File: config.mk
export PLATFORM = sky130hd
export DESIGN_NAME = codec_drvr
export DESIGN_NICKNAME = d
export VERILOG_FILES = /design/src/common/codec_pcm_pkg.sv /design/src/common/codec_cfg_pkg.sv /design/src/common/codec_ifs.sv /design/src/source/codec_drvr.sv /design/src/codec_serial/adc_deserializer.sv /design/src/codec_serial/dac_serializer.sv /design/src/source/frame_timer.sv /design/src/source/codec_regs.sv
export VERILOG_INCLUDE_DIRS = /design/src /design/src/common
export SDC_FILE = /design/constraint.sdc
export NUM_CORES = 1
export LEC_CHECK = 0
export BUFFER_PORTS_ARGS = -buffer_cell sky130_fd_sc_hd__buf_2
export CORE_ASPECT_RATIO = 0.6
export CORE_MARGIN = 3
export CORE_UTILIZATION = 27
export DETAILED_ROUTE_END_ITERATION = 7
export HOLD_SLACK_MARGIN = 0.12
export PLACE_DENSITY = 0.51
export SYNTH_ARGS = -nofsm -noshare
export SYNTH_HDL_FRONTEND = slang
export SYNTH_SLANG_ARGS = --single-unit
File: constraint.sdc
create_clock -name clk -period 16.8 [get_ports clk]
set_input_delay 2.52 -clock clk [delete_from_list [all_inputs] [get_ports clk]]
set_output_delay 2.52 -clock clk [all_outputs]
set_load 0.005 [all_outputs]
File: src/common/codec_params.svh
// Bus, counter widths and register map of the codec driver
`ifndef CODEC_PARAMS_SVH
`define CODEC_PARAMS_SVH

`define CODEC_LB_ADDR_W       8
`define CODEC_LB_DATA_W       32
`define CODEC_BCLK_CNTR_W     8
`define CODEC_FS_CNTR_W       16

`define CODEC_CONFIG_ADDR     8'h00
`define CODEC_STATUS_ADDR     8'h04
`define CODEC_BCLK_DIV_ADDR   8'h08
`define CODEC_FS_VAL_ADDR     8'h0C
`define CODEC_XRUN_ADDR       8'h10

`define CODEC_BAD_ADDR_DATA   32'hDEAD_BABE   // Unmapped read value

`endif
File: src/common/codec_pcm_pkg.sv
// Sample pair and channel types of the data paths

package codec_pcm_pkg;

  // One left/right sample pair, MSB aligned on the DAC side
  typedef struct packed {
    logic [31:0] left;
    logic [31:0] right;
  } pcm_pair_t;

  typedef enum logic {
    chan_left  = 1'b0,
    chan_right = 1'b1
  } pcm_chan_t;

endpackage

File: src/common/codec_cfg_pkg.sv
// Configuration types: word length, timer state, register fields
// and the word length decode
`include "codec_params.svh"

package codec_cfg_pkg;

  typedef enum logic [1:0] {
    wl_16 = 2'd0,
    wl_20 = 2'd1,
    wl_24 = 2'd2,
    wl_32 = 2'd3
  } word_len_t;

  typedef enum logic [2:0] {idle, sync, left, right, wait_fs} timer_state_t;

  typedef logic [`CODEC_BCLK_CNTR_W-1:0] bclk_cnt_t;
  typedef logic [`CODEC_FS_CNTR_W-1:0]   slot_t;      // Bit slot within a frame

  typedef struct packed {
    logic      dac_en;
    logic      adc_en;
    word_len_t word_len;
    bclk_cnt_t bclk_div;   // Bit period is bclk_div+1 clocks
    slot_t     fs_val;     // Frame is fs_val+1 slots
  } codec_cfg_t;

  // Bits per channel word
  function automatic slot_t word_bits(word_len_t wl);
    case (wl)
      wl_16:   return slot_t'(16);
      wl_20:   return slot_t'(20);
      wl_24:   return slot_t'(24);
      default: return slot_t'(32);
    endcase
  endfunction

endpackage

File: src/common/codec_ifs.sv
// codec_cfg_if: configuration and run flag from the register block
// frame_timing_if: per-slot strobes and frame position from the timer
`timescale 1ns/1ps

interface codec_cfg_if import codec_cfg_pkg::*; ();

  codec_cfg_t cfg;
  logic       run;   // Enabled and configuration valid

  modport regs (
    output cfg,
    output run
  );

  modport user (
    input  cfg,
    input  run
  );

endinterface

interface frame_timing_if import codec_cfg_pkg::*, codec_pcm_pkg::*; ();

  logic         bclk_rise;     // First cycle with bclk high
  logic         bclk_fall;     // First cycle of a new slot
  slot_t        bit_idx;
  pcm_chan_t    chan;
  logic         in_word;       // Slot carries sample data
  logic         frame_start;
  logic         frame_end;
  timer_state_t state;

  modport source (
    output bclk_rise, bclk_fall, bit_idx, chan, in_word,
    output frame_start, frame_end, state
  );

  modport sink (
    input  bclk_rise, bclk_fall, bit_idx, chan, in_word,
    input  frame_start, frame_end, state
  );

  modport monitor (
    input  state
  );

endinterface

File: src/source/codec_drvr.sv
// Codec driver top level: register block, frame timer and both serial paths
`timescale 1ns/1ps
`include "codec_params.svh"

module codec_drvr (
  input  logic                         clk,
  input  logic                         rst_n,
  input  logic                         lb_wr_en,
  input  logic                         lb_rd_en,
  input  logic [`CODEC_LB_ADDR_W-1:0]  lb_addr,
  input  logic [`CODEC_LB_DATA_W-1:0]  lb_wr_data,
  output logic                         lb_wr_valid,
  output logic                         lb_rd_valid,
  output logic [`CODEC_LB_DATA_W-1:0]  lb_rd_data,
  output logic                         dac_req,
  input  logic                         dac_ack,
  input  logic [31:0]                  dac_left,
  input  logic [31:0]                  dac_right,
  output logic                         adc_req,
  input  logic                         adc_ack,
  output logic [31:0]                  adc_left,
  output logic [31:0]                  adc_right,
  input  logic                         aud_adcdat,
  output logic                         aud_adclrck,
  output logic                         aud_bclk,
  output logic                         aud_dacdat,
  output logic                         aud_daclrck
);

  logic underrun;
  logic overrun;

  codec_cfg_if    cfg_if ();
  frame_timing_if tim_if ();

  codec_regs u_regs (
    .clk, .rst_n, .lb_wr_en, .lb_rd_en, .lb_addr, .lb_wr_data,
    .lb_wr_valid, .lb_rd_valid, .lb_rd_data,
    .cfg_if (cfg_if.regs), .tim_if (tim_if.monitor), .underrun, .overrun
  );

  frame_timer u_timer (.clk, .rst_n, .cfg_if (cfg_if.user), .tim_if (tim_if.source), .aud_bclk);

  dac_serializer u_dac (
    .clk, .rst_n, .cfg_if (cfg_if.user), .tim_if (tim_if.sink),
    .dac_req, .dac_ack, .dac_left, .dac_right, .aud_dacdat, .aud_daclrck, .underrun
  );

  adc_deserializer u_adc (
    .clk, .rst_n, .cfg_if (cfg_if.user), .tim_if (tim_if.sink),
    .aud_adcdat, .aud_adclrck, .adc_req, .adc_ack, .adc_left, .adc_right, .overrun
  );

endmodule

File: src/codec_serial/adc_deserializer.sv
// ADC shift registers, sign extension and host handshake
`timescale 1ns/1ps

module adc_deserializer import codec_cfg_pkg::*, codec_pcm_pkg::*; (
  input  logic         clk,
  input  logic         rst_n,
  codec_cfg_if.user    cfg_if,
  frame_timing_if.sink tim_if,
  input  logic         aud_adcdat,
  output logic         aud_adclrck,
  output logic         adc_req,
  input  logic         adc_ack,
  output logic [31:0]  adc_left,
  output logic [31:0]  adc_right,
  output logic         overrun
);

  pcm_pair_t rx_q;      // Shifted in MSB first
  logic      busy;      // Host still holds the previous pair
  logic      capture;

  assign busy    = adc_req || adc_ack;
  assign capture = tim_if.frame_end && cfg_if.cfg.adc_en;

  // Low W bits of the shift register to a signed 32-bit sample
  function automatic logic [31:0] sext(logic [31:0] x, word_len_t wl);
    case (wl)
      wl_16:   return {{16{x[15]}}, x[15:0]};
      wl_20:   return {{12{x[19]}}, x[19:0]};
      wl_24:   return {{8{x[23]}}, x[23:0]};
      default: return x;
    endcase
  endfunction

  always_ff @(posedge clk)
  begin
    if (tim_if.bclk_rise && tim_if.in_word)
    begin
      if (tim_if.chan == chan_left)
        rx_q.left <= {rx_q.left[30:0], aud_adcdat};
      else
        rx_q.right <= {rx_q.right[30:0], aud_adcdat};
    end
    if (capture && !busy)
    begin
      adc_left  <= sext(rx_q.left, cfg_if.cfg.word_len);
      adc_right <= sext(rx_q.right, cfg_if.cfg.word_len);
    end
  end

  always_ff @(posedge clk or negedge rst_n)
  begin
    if (!rst_n)
    begin
      adc_req     <= 1'b0;
      overrun     <= 1'b0;
      aud_adclrck <= 1'b0;
    end
    else
    begin
      aud_adclrck <= tim_if.state == sync;
      overrun     <= capture && busy;   // New pair dropped
      if (capture && !busy)
        adc_req <= 1'b1;
      else if (adc_req && adc_ack)
        adc_req <= 1'b0;
    end
  end

endmodule

File: src/codec_serial/dac_serializer.sv
// DAC holding buffer with host handshake and serial data output
`timescale 1ns/1ps

module dac_serializer import codec_cfg_pkg::*, codec_pcm_pkg::*; (
  input  logic         clk,
  input  logic         rst_n,
  codec_cfg_if.user    cfg_if,
  frame_timing_if.sink tim_if,
  output logic         dac_req,
  input  logic         dac_ack,
  input  logic [31:0]  dac_left,
  input  logic [31:0]  dac_right,
  output logic         aud_dacdat,
  output logic         aud_daclrck,
  output logic         underrun
);

  pcm_pair_t  buf_q;        // Filled by the host
  pcm_pair_t  tx_q;         // Pair sent in the current frame
  logic       buf_full;
  logic       buf_full_nxt;
  logic       latch;
  logic       take;
  slot_t      pos;          // Bit position within the word
  logic [4:0] sel;
  logic       tx_bit;

  assign latch        = dac_req && dac_ack;
  assign take         = tim_if.frame_start && cfg_if.cfg.dac_en && buf_full;
  assign buf_full_nxt = latch || (buf_full && !take);

  assign pos    = (tim_if.chan == chan_left) ? tim_if.bit_idx - 1'b1
                : tim_if.bit_idx - word_bits(cfg_if.cfg.word_len) - 1'b1;
  assign sel    = 5'd31 - pos[4:0];   // MSB first
  assign tx_bit = (tim_if.chan == chan_left) ? tx_q.left[sel] : tx_q.right[sel];

  always_ff @(posedge clk or negedge rst_n)
  begin
    if (!rst_n)
    begin
      buf_full    <= 1'b0;
      dac_req     <= 1'b0;
      underrun    <= 1'b0;
      aud_dacdat  <= 1'b0;
      aud_daclrck <= 1'b0;
    end
    else
    begin
      buf_full    <= buf_full_nxt;
      dac_req     <= !buf_full_nxt && !dac_ack;   // Waits for ack low
      underrun    <= tim_if.frame_start && cfg_if.cfg.dac_en && !buf_full;
      aud_daclrck <= tim_if.state == sync;
      if (tim_if.bclk_fall)
        aud_dacdat <= tim_if.in_word && cfg_if.cfg.dac_en && tx_bit;
    end
  end

  always_ff @(posedge clk)
  begin
    if (latch)
      buf_q <= '{left: dac_left, right: dac_right};
    if (tim_if.frame_start && cfg_if.cfg.dac_en)
      tx_q <= buf_full ? buf_q : '0;   // Zeros on underrun
  end

endmodule

File: src/source/frame_timer.sv
// Bit-clock divider, slot counter and frame state machine
`timescale 1ns/1ps

module frame_timer import codec_cfg_pkg::*, codec_pcm_pkg::*; (
  input  logic           clk,
  input  logic           rst_n,
  codec_cfg_if.user      cfg_if,
  frame_timing_if.source tim_if,
  output logic           aud_bclk
);

  bclk_cnt_t    bclk_cntr;
  timer_state_t state_q;
  timer_state_t state_nxt;
  slot_t        bit_idx_q;
  slot_t        slot_w;
  logic         counting;
  logic         wrap;       // Last clock of a bit period
  logic         mid;        // Rising edge point
  logic         last_slot;

  assign slot_w    = word_bits(cfg_if.cfg.word_len);
  assign counting  = (state_q != idle) || cfg_if.run;
  assign wrap      = counting && (bclk_cntr == cfg_if.cfg.bclk_div);
  assign mid       = (state_q != idle) && (bclk_cntr == (cfg_if.cfg.bclk_div >> 1));
  assign last_slot = bit_idx_q >= cfg_if.cfg.fs_val;

  always_comb
  begin
    state_nxt = state_q;
    if (wrap)
    begin
      if (state_q != idle && last_slot)
        state_nxt = cfg_if.run ? sync : idle;   // Frame boundary
      else
      begin
        case (state_q)
          idle:    state_nxt = sync;
          sync:    state_nxt = left;
          left:    state_nxt = (bit_idx_q >= slot_w) ? right : left;
          right:   state_nxt = (bit_idx_q >= (slot_w << 1)) ? wait_fs : right;
          wait_fs: state_nxt = wait_fs;
          default: state_nxt = idle;
        endcase
      end
    end
  end

  always_ff @(posedge clk or negedge rst_n)
  begin
    if (!rst_n)
    begin
      bclk_cntr          <= '0;
      state_q            <= idle;
      bit_idx_q          <= '0;
      aud_bclk           <= 1'b0;
      tim_if.bclk_rise   <= 1'b0;
      tim_if.bclk_fall   <= 1'b0;
      tim_if.frame_start <= 1'b0;
      tim_if.frame_end   <= 1'b0;
    end
    else
    begin
      bclk_cntr <= (!counting || wrap) ? '0 : bclk_cntr + 1'b1;
      if (wrap)
      begin
        state_q   <= state_nxt;
        bit_idx_q <= (state_nxt == sync || state_nxt == idle) ? '0 : bit_idx_q + 1'b1;
      end
      if (wrap)
        aud_bclk <= 1'b0;
      else if (mid)
        aud_bclk <= 1'b1;
      // Strobes line up with the registered bclk
      tim_if.bclk_rise   <= mid;
      tim_if.bclk_fall   <= wrap && (state_q != idle);
      tim_if.frame_start <= wrap && (state_nxt == sync);
      tim_if.frame_end   <= wrap && (state_q != idle) && last_slot;
    end
  end

  assign tim_if.bit_idx = bit_idx_q;
  assign tim_if.state   = state_q;
  assign tim_if.chan    = (state_q == right) ? chan_right : chan_left;
  assign tim_if.in_word = (state_q == left) || (state_q == right);

endmodule

File: src/source/codec_regs.sv
// Local-bus register file, configuration check and xrun counters
`timescale 1ns/1ps
`include "codec_params.svh"

module codec_regs import codec_cfg_pkg::*; (
  input  logic                         clk,
  input  logic                         rst_n,
  input  logic                         lb_wr_en,
  input  logic                         lb_rd_en,
  input  logic [`CODEC_LB_ADDR_W-1:0]  lb_addr,
  input  logic [`CODEC_LB_DATA_W-1:0]  lb_wr_data,
  output logic                         lb_wr_valid,
  output logic                         lb_rd_valid,
  output logic [`CODEC_LB_DATA_W-1:0]  lb_rd_data,
  codec_cfg_if.regs                    cfg_if,
  frame_timing_if.monitor              tim_if,
  input  logic                         underrun,
  input  logic                         overrun
);

  typedef logic [`CODEC_LB_DATA_W-1:0] lb_data_t;

  codec_cfg_t cfg_q;
  logic       cfg_err;
  logic       xrun_rd;
  logic [7:0] underrun_cnt;
  logic [7:0] overrun_cnt;

  assign cfg_err = cfg_q.fs_val < (word_bits(cfg_q.word_len) << 1);   // Both words must fit
  assign xrun_rd = lb_rd_en && (lb_addr == `CODEC_XRUN_ADDR);

  assign cfg_if.cfg = cfg_q;
  assign cfg_if.run = (cfg_q.dac_en || cfg_q.adc_en) && !cfg_err;

  always_ff @(posedge clk or negedge rst_n)
  begin
    if (!rst_n)
    begin
      cfg_q        <= '0;
      lb_wr_valid  <= 1'b0;
      lb_rd_valid  <= 1'b0;
      underrun_cnt <= '0;
      overrun_cnt  <= '0;
    end
    else
    begin
      lb_wr_valid <= lb_wr_en;
      lb_rd_valid <= lb_rd_en;
      if (lb_wr_en)
      begin
        case (lb_addr)
          `CODEC_CONFIG_ADDR:
          begin
            cfg_q.dac_en   <= lb_wr_data[0];
            cfg_q.adc_en   <= lb_wr_data[1];
            cfg_q.word_len <= word_len_t'(lb_wr_data[3:2]);
          end
          `CODEC_BCLK_DIV_ADDR: cfg_q.bclk_div <= lb_wr_data[`CODEC_BCLK_CNTR_W-1:0];
          `CODEC_FS_VAL_ADDR:   cfg_q.fs_val   <= lb_wr_data[`CODEC_FS_CNTR_W-1:0];
          default: ;
        endcase
      end
      // Read clears, an event in the same cycle still counts
      if (xrun_rd)
        underrun_cnt <= {7'd0, underrun};
      else if (underrun && underrun_cnt != 8'hFF)
        underrun_cnt <= underrun_cnt + 8'd1;
      if (xrun_rd)
        overrun_cnt <= {7'd0, overrun};
      else if (overrun && overrun_cnt != 8'hFF)
        overrun_cnt <= overrun_cnt + 8'd1;
    end
  end

  always_ff @(posedge clk)
  begin
    if (lb_rd_en)
    begin
      case (lb_addr)
        `CODEC_CONFIG_ADDR:   lb_rd_data <= lb_data_t'({cfg_q.word_len, cfg_q.adc_en, cfg_q.dac_en});
        `CODEC_STATUS_ADDR:   lb_rd_data <= lb_data_t'({cfg_err, tim_if.state});
        `CODEC_BCLK_DIV_ADDR: lb_rd_data <= lb_data_t'(cfg_q.bclk_div);
        `CODEC_FS_VAL_ADDR:   lb_rd_data <= lb_data_t'(cfg_q.fs_val);
        `CODEC_XRUN_ADDR:     lb_rd_data <= lb_data_t'({overrun_cnt, underrun_cnt});
        default:              lb_rd_data <= `CODEC_BAD_ADDR_DATA;
      endcase
    end
  end

endmodule

* Word level (Yosys, flattened, before mapping)
Cells that the tools add are included.
** Word-level totals
- Flip-flop bits (word level) :: 373
- Output and inout port bits :: 104
- Logic and storage cells :: 140
** Cells by class
- Add/sub/neg operators :: 8
- Reduce and logical (&&, ||, !) cells :: 51
- Multiplexer cells :: 27
- Bitwise logic cells :: 1
- $lt $le $gt $ge :: 5
- Equal/unequal tests :: 15
** Operator list (count)
- one-hot mux 32 bit (3 select lines) :: 2
- one-hot mux 32 bit (5 select lines) :: 1
- 2-to-1 mux 8 bit :: 5
- adder 8 x 1 -> 8 bit, second input constant :: 3
- logical AND 1 bit :: 23
- one-hot mux 6 bit (3 select lines) :: 1
- adder 16 x 1 -> 16 bit, second input constant :: 1
- == test 8 x 4 -> 1 bit, second input constant :: 2
- >= comparator 16 bit :: 1
- >= comparator 16 x 6 -> 1 bit :: 1
- >= comparator 16 x 7 -> 1 bit :: 1
- < comparator 16 x 7 -> 1 bit :: 1
- 2-to-1 mux 16 bit :: 1
- != test 8 bit, second input constant :: 2
- one-hot mux 3 bit (5 select lines) :: 1
- binary-select mux 1 bit (select 5 bit) :: 2
- 2-to-1 mux 1 bit :: 10
- AND reduction 2 bit :: 5
- subtractor 5 x 1 -> 5 bit, second input constant :: 2
- 2-to-1 mux 3 bit :: 3
- == test 8 x 3 -> 1 bit, second input constant :: 1
- == test 8 x 5 -> 1 bit, second input constant :: 1
- == test 8 x 7 -> 1 bit :: 1
- == test 8 bit :: 1
- 17 further kinds :: 35

* Depth between registers and ports, before layout
- Depth in word-level cells :: 11
- Gate-level depth with buffers :: 12
- Mapped depth without buffers :: 9

* Hierarchy
From an unflattened synthesis, not the netlist that was laid out.
** Second synthesis, totals
- Cell total of the unflattened synthesis :: 1027
- Area, all modules :: 15499.9 µm²
** Modules (own cells, without submodules)
- dac_serializer :: area an instance 5278.8 µm², cells each 275, sequential area each 3968.8 µm², instances 1
- adc_deserializer :: area an instance 4614.4 µm², cells each 220, sequential area each 3918.8 µm², instances 1
- codec_regs :: area an instance 3136.8 µm², cells each 266, sequential area each 1661.6 µm², instances 1
- frame_timer :: area an instance 2469.9 µm², cells each 266, sequential area each 800.8 µm², instances 1

* Least setup slack after synthesis
No wires, ideal clock.
- Kind :: input-to-reg
- Start :: in adc_ack
- End :: reg u_adc.adc_left[0] (enable)
- Path buffers :: 0
- Stages on the path :: 1
- Setup time :: 565 ps
- Arrival time :: 6984 ps
- Slack :: 9250 ps
- Path through :: nor3_1
** Between the ends
- Longest elaborated chain between the ends :: 3
** Ends and longest elaborated chain
- start: declaration :: line codec_drvr.sv:20 : input logic adc_ack,
- logical OR 1 bit :: line adc_deserializer.sv:22 : assign busy = adc_req || adc_ack;
- logical NOT 1 bit :: line adc_deserializer.sv:44 : if (capture && !busy)
- logical AND 1 bit :: line adc_deserializer.sv:44
- end signal: assignment :: line adc_deserializer.sv:46 : adc_left <= sext(rx_q.left, cfg_if.cfg.word_len);
- end: declaration :: line adc_deserializer.sv:13 : output logic [31:0] adc_left,
No other way between the ends.
A chain may end at the register's enable or synchronous reset.

* Final worst setup path
- Start :: in lb_addr[0]
- End :: reg u_regs.cfg_q (netlist bit u_regs.cfg_if.cfg[11])
** Between the ends
- Longest elaborated chain between the ends :: 2
** Ends and longest elaborated chain
- start: declaration :: line codec_drvr.sv:10 : input logic [`CODEC_LB_ADDR_W-1:0] lb_addr,
- == test 8 x 4 -> 1 bit :: line codec_regs.sv:51 : case (lb_addr)
- AND reduction 2 bit (no line)
- end: declaration :: line codec_regs.sv:23 : codec_cfg_t cfg_q;
No other way between the ends.

==> reports/results.ini <==
[run_status]
status=complete, no violations

[timing]
rsz0062_at_grt=false
setup_viol=0
drv_slew=0
slew-limit-headroom=0.3190
fin_tns_setup_ps=0
worst_slew_pin_slew_ps=1019
fmax_ghz=0.2378
hold_violations=0
hold_slack_ps=445.3
fin_crit_ps=4205
fin_skew_ps=28.78
fin_crit_sh=0.2503

[final_layout]
area_growth_pct=18.83
diodes=0
fin_nets=1351
drive_above_1_share=0.2516

[detailed_routing]
drtIter0Drc=681
drc=0
vias=8833
wire_per_inst_um=17.58
drtPass1Iterations=5
wirelength_um=34820
antenna_left=0
routed_via_density=4.461

[logic_synthesis]
synth_common_cells=273 x edfxtp_1, 85 x dfrtp_1, 68 x and2_1
syn_area_um2=15030
ys.flop_type=edfxtp_1
synth_edf_count=273
syn_inst=1025
async_flop_share=0.2374
ys_types=73
synthTopCellsByArea=edfxtp_1 55%, dfrtp_1 14%, mux4_2 3.1%, and2_1 2.8%, ha_1 2.6%
synthDominantCellAreaShare=0.5455
ys_ff_latch=358
yosysTopAreaCell=edfxtp_1
synthMostInstantiatedCell=edfxtp_1
ys_seq_area_frac=0.6871
synth_warnings=0
avgSynthCellArea_um2=14.66

[worst_setup_path]
required_ps=17220
cp-end-kind=register
cp-start-kind=input pin
critPathMaxFanout=16
cp_slowest_stage_delay_ps=560
critPathBufInv=1
crit_slowest_cell=and3_1
critPathArrivalTime_ps=4630
path_cells=buf_2 > or4_4 > nor3_2 > and3_1 > nand2_4 > mux2_1
critical_path_class=in2reg
path_delay_family=simple AND/OR/NAND/NOR gates

[clock_network]
h-tree-depth=2
cts_hold_buf=0
ctsResizeCount=0
clockBufferDepth=3
clkSinkCount=358
clkLatencyLatePin_ps=550
postCtsSetupBuffers=0
clk_pin_slew_ps=60
cts_buffers=38
tritoncts=done
cts_root_buffer=clkbuf_16

[die]
design.core.area_um2=54580
initial_utilization=0.2753
die-width_um=310.6
num_io_pins=215
die_h_um=188.7
die-area_um2=58620
num_rows=66

[power_and_ir_drop]
p_leak_nw=6.795
p_clk_frac=0.341
p_sw_frac=0.2920
combPwrFrac=0.191
switchingPower_uw=687.9
vdd_drop_max_mv=0.06865
power_density_nw_per_um2=131.9
internal_power_mw=1.668
power_frac_seq=0.468

[placed_design]
io_buffers=193
hpwl_um=23830
gp_congestion=0.7784

[job]
cap_violations=0

[global_route]
first_global_vias=8944
grt_pass1_wl_um=53250
antenna_found_initial=1
grt_max_degree=68
gr-total-overflow=0
track_usage=0.1165

[worst_hold_path]
worstHoldPathType=reg2reg

## state kept, by name, indices dropped and copies added, names as in the netlist, 8 cells and up
| name | cells |
|---|---|
| u_regs.overrun_cnt | 8 |
| u_dac.tx_q | 64 |
| u_regs.underrun_cnt | 8 |
| u_adc.adc_left | 32 |
| u_dac.buf_q | 64 |
| u_adc.rx_q | 64 |
| u_adc.adc_right | 32 |
| u_timer.bclk_cntr | 8 |
| u_regs.lb_rd_data | 17 |
| u_regs.cfg_if.cfg | 28 |
| u_timer.tim_if.bit_idx | 16 |
## per-stage QoR
step / worst slack, ps / util / cells / area (um^2) / total power, mW
3_3_place_gp: 12070 / 0.3061 / 1917 / 16710 / 1.572
5_1_grt: 12460 / 0.3271 / 1980 / 17860 / 2.488
4_1_cts: 12610 / 0.3271 / 1980 / 17860 / 2.400
2_1_floorplan: 9250 / - / 1029 / 15040 / 1.423
3_5_place_dp: 12020 / 0.3061 / 1917 / 16710 / 1.581
6_report: 12600 / 0.3271 / 1980 / 17860 / 2.356
## layout make-up
cell class / count / area, um^2
Clock buffer: 44 / 994.7
Clock inverter: 19 / 155.1
Fill cell: 5399 / 36730
Inverter: 39 / 146.4
Multi-Input combinational cell: 569 / 4257
Sequential cell: 358 / 10320
Tap cell: 748 / 935.9
Timing Repair Buffer: 203 / 1044
## path summary, 6_finish.rpt
kind | start | to | slack (ps) | cells past startpoint
max in group asynchronous | rst_n | u_regs.cfg_if.cfg[24] | 13720 | 2
worst min-delay path | u_adc.rx_q[46] | u_adc.rx_q[47] | 450 | 0
worst min register to register | u_adc.rx_q[46] | u_adc.rx_q[47] | 450 | 0
worst max register to register | u_regs.cfg_if.cfg[24] | u_dac.aud_dacdat | 13160 | 8
worst max-delay path | lb_addr[0] | u_regs.cfg_if.cfg[11] | 12600 | 6
min in group asynchronous | rst_n | u_regs.overrun_cnt[7] | 1950 | 1
## cells by family after synthesis
group,synth area share
XOR/XNOR,0.02040
other,0.0002496
flip-flops,0.6871
AND/OR/NAND/NOR,0.1069
buffers and inverters,0.03189
adder cells (fa/ha/maj),0.02581
multiplexers,0.05778
AO/OA/AOI/OAI,0.06986
## cell usage in the layout (no fill, tap or decap), types with 6 or more instances in the layout
master | Yosys | final
buf_2 | 14 | 192
clkbuf_16 | 0 | 39
clkinv_1 | 0 | 10
nand4_1 | 14 | 14
nor4_1 | 7 | 7
edfxtp_1 | 273 | 273
buf_4 | 17 | 11
xor2_1 | 23 | 23
o21ai_1 | 9 | 9
xnor2_1 | 12 | 12
a211oi_1 | 6 | 6
and3_1 | 9 | 9
dfrtp_1 | 85 | 85
nand3b_1 | 10 | 10
nand3_1 | 30 | 30
inv_1 | 39 | 38
a21oi_1 | 24 | 24
o21ai_0 | 31 | 31
mux4_2 | 21 | 21
nand2_1 | 59 | 59
and2_1 | 68 | 67
nor2_1 | 39 | 38
mux2_1 | 16 | 16
mux2_4 | 8 | 8
a21o_1 | 21 | 21
nor3_1 | 16 | 14
ha_1 | 31 | 31
a31oi_1 | 18 | 18
## layer usage
metal | routed length (um) | part of all wire | global-route usage | vias to the layer above
met5 | 11 | 0.00032 | 0 | -
met4 | 622 | 0.018 | 0.03030 | 2
met3 | 2429 | 0.070 | 0.03727 | 45
met2 | 14680 | 0.42 | 0.1670 | 208
met1 | 17080 | 0.49 | 0.1691 | 4402
li1 | - | - | - | 4176
## power by group through the flow
| stage | Clock, mW | Sequential [mW] | Combinational, mW |
|---|---|---|---|
| CTS | 0.836 | 1.10 | 0.463 |
| global route | 0.872 | 1.11 | 0.505 |
| detailed placement | 0 | 1.12 | 0.461 |
| floorplan | 0 | 1.09 | 0.331 |
| global placement | 0 | 1.12 | 0.454 |
| finish | 0.804 | 1.10 | 0.450 |
(Power assumes the default switching activity.)
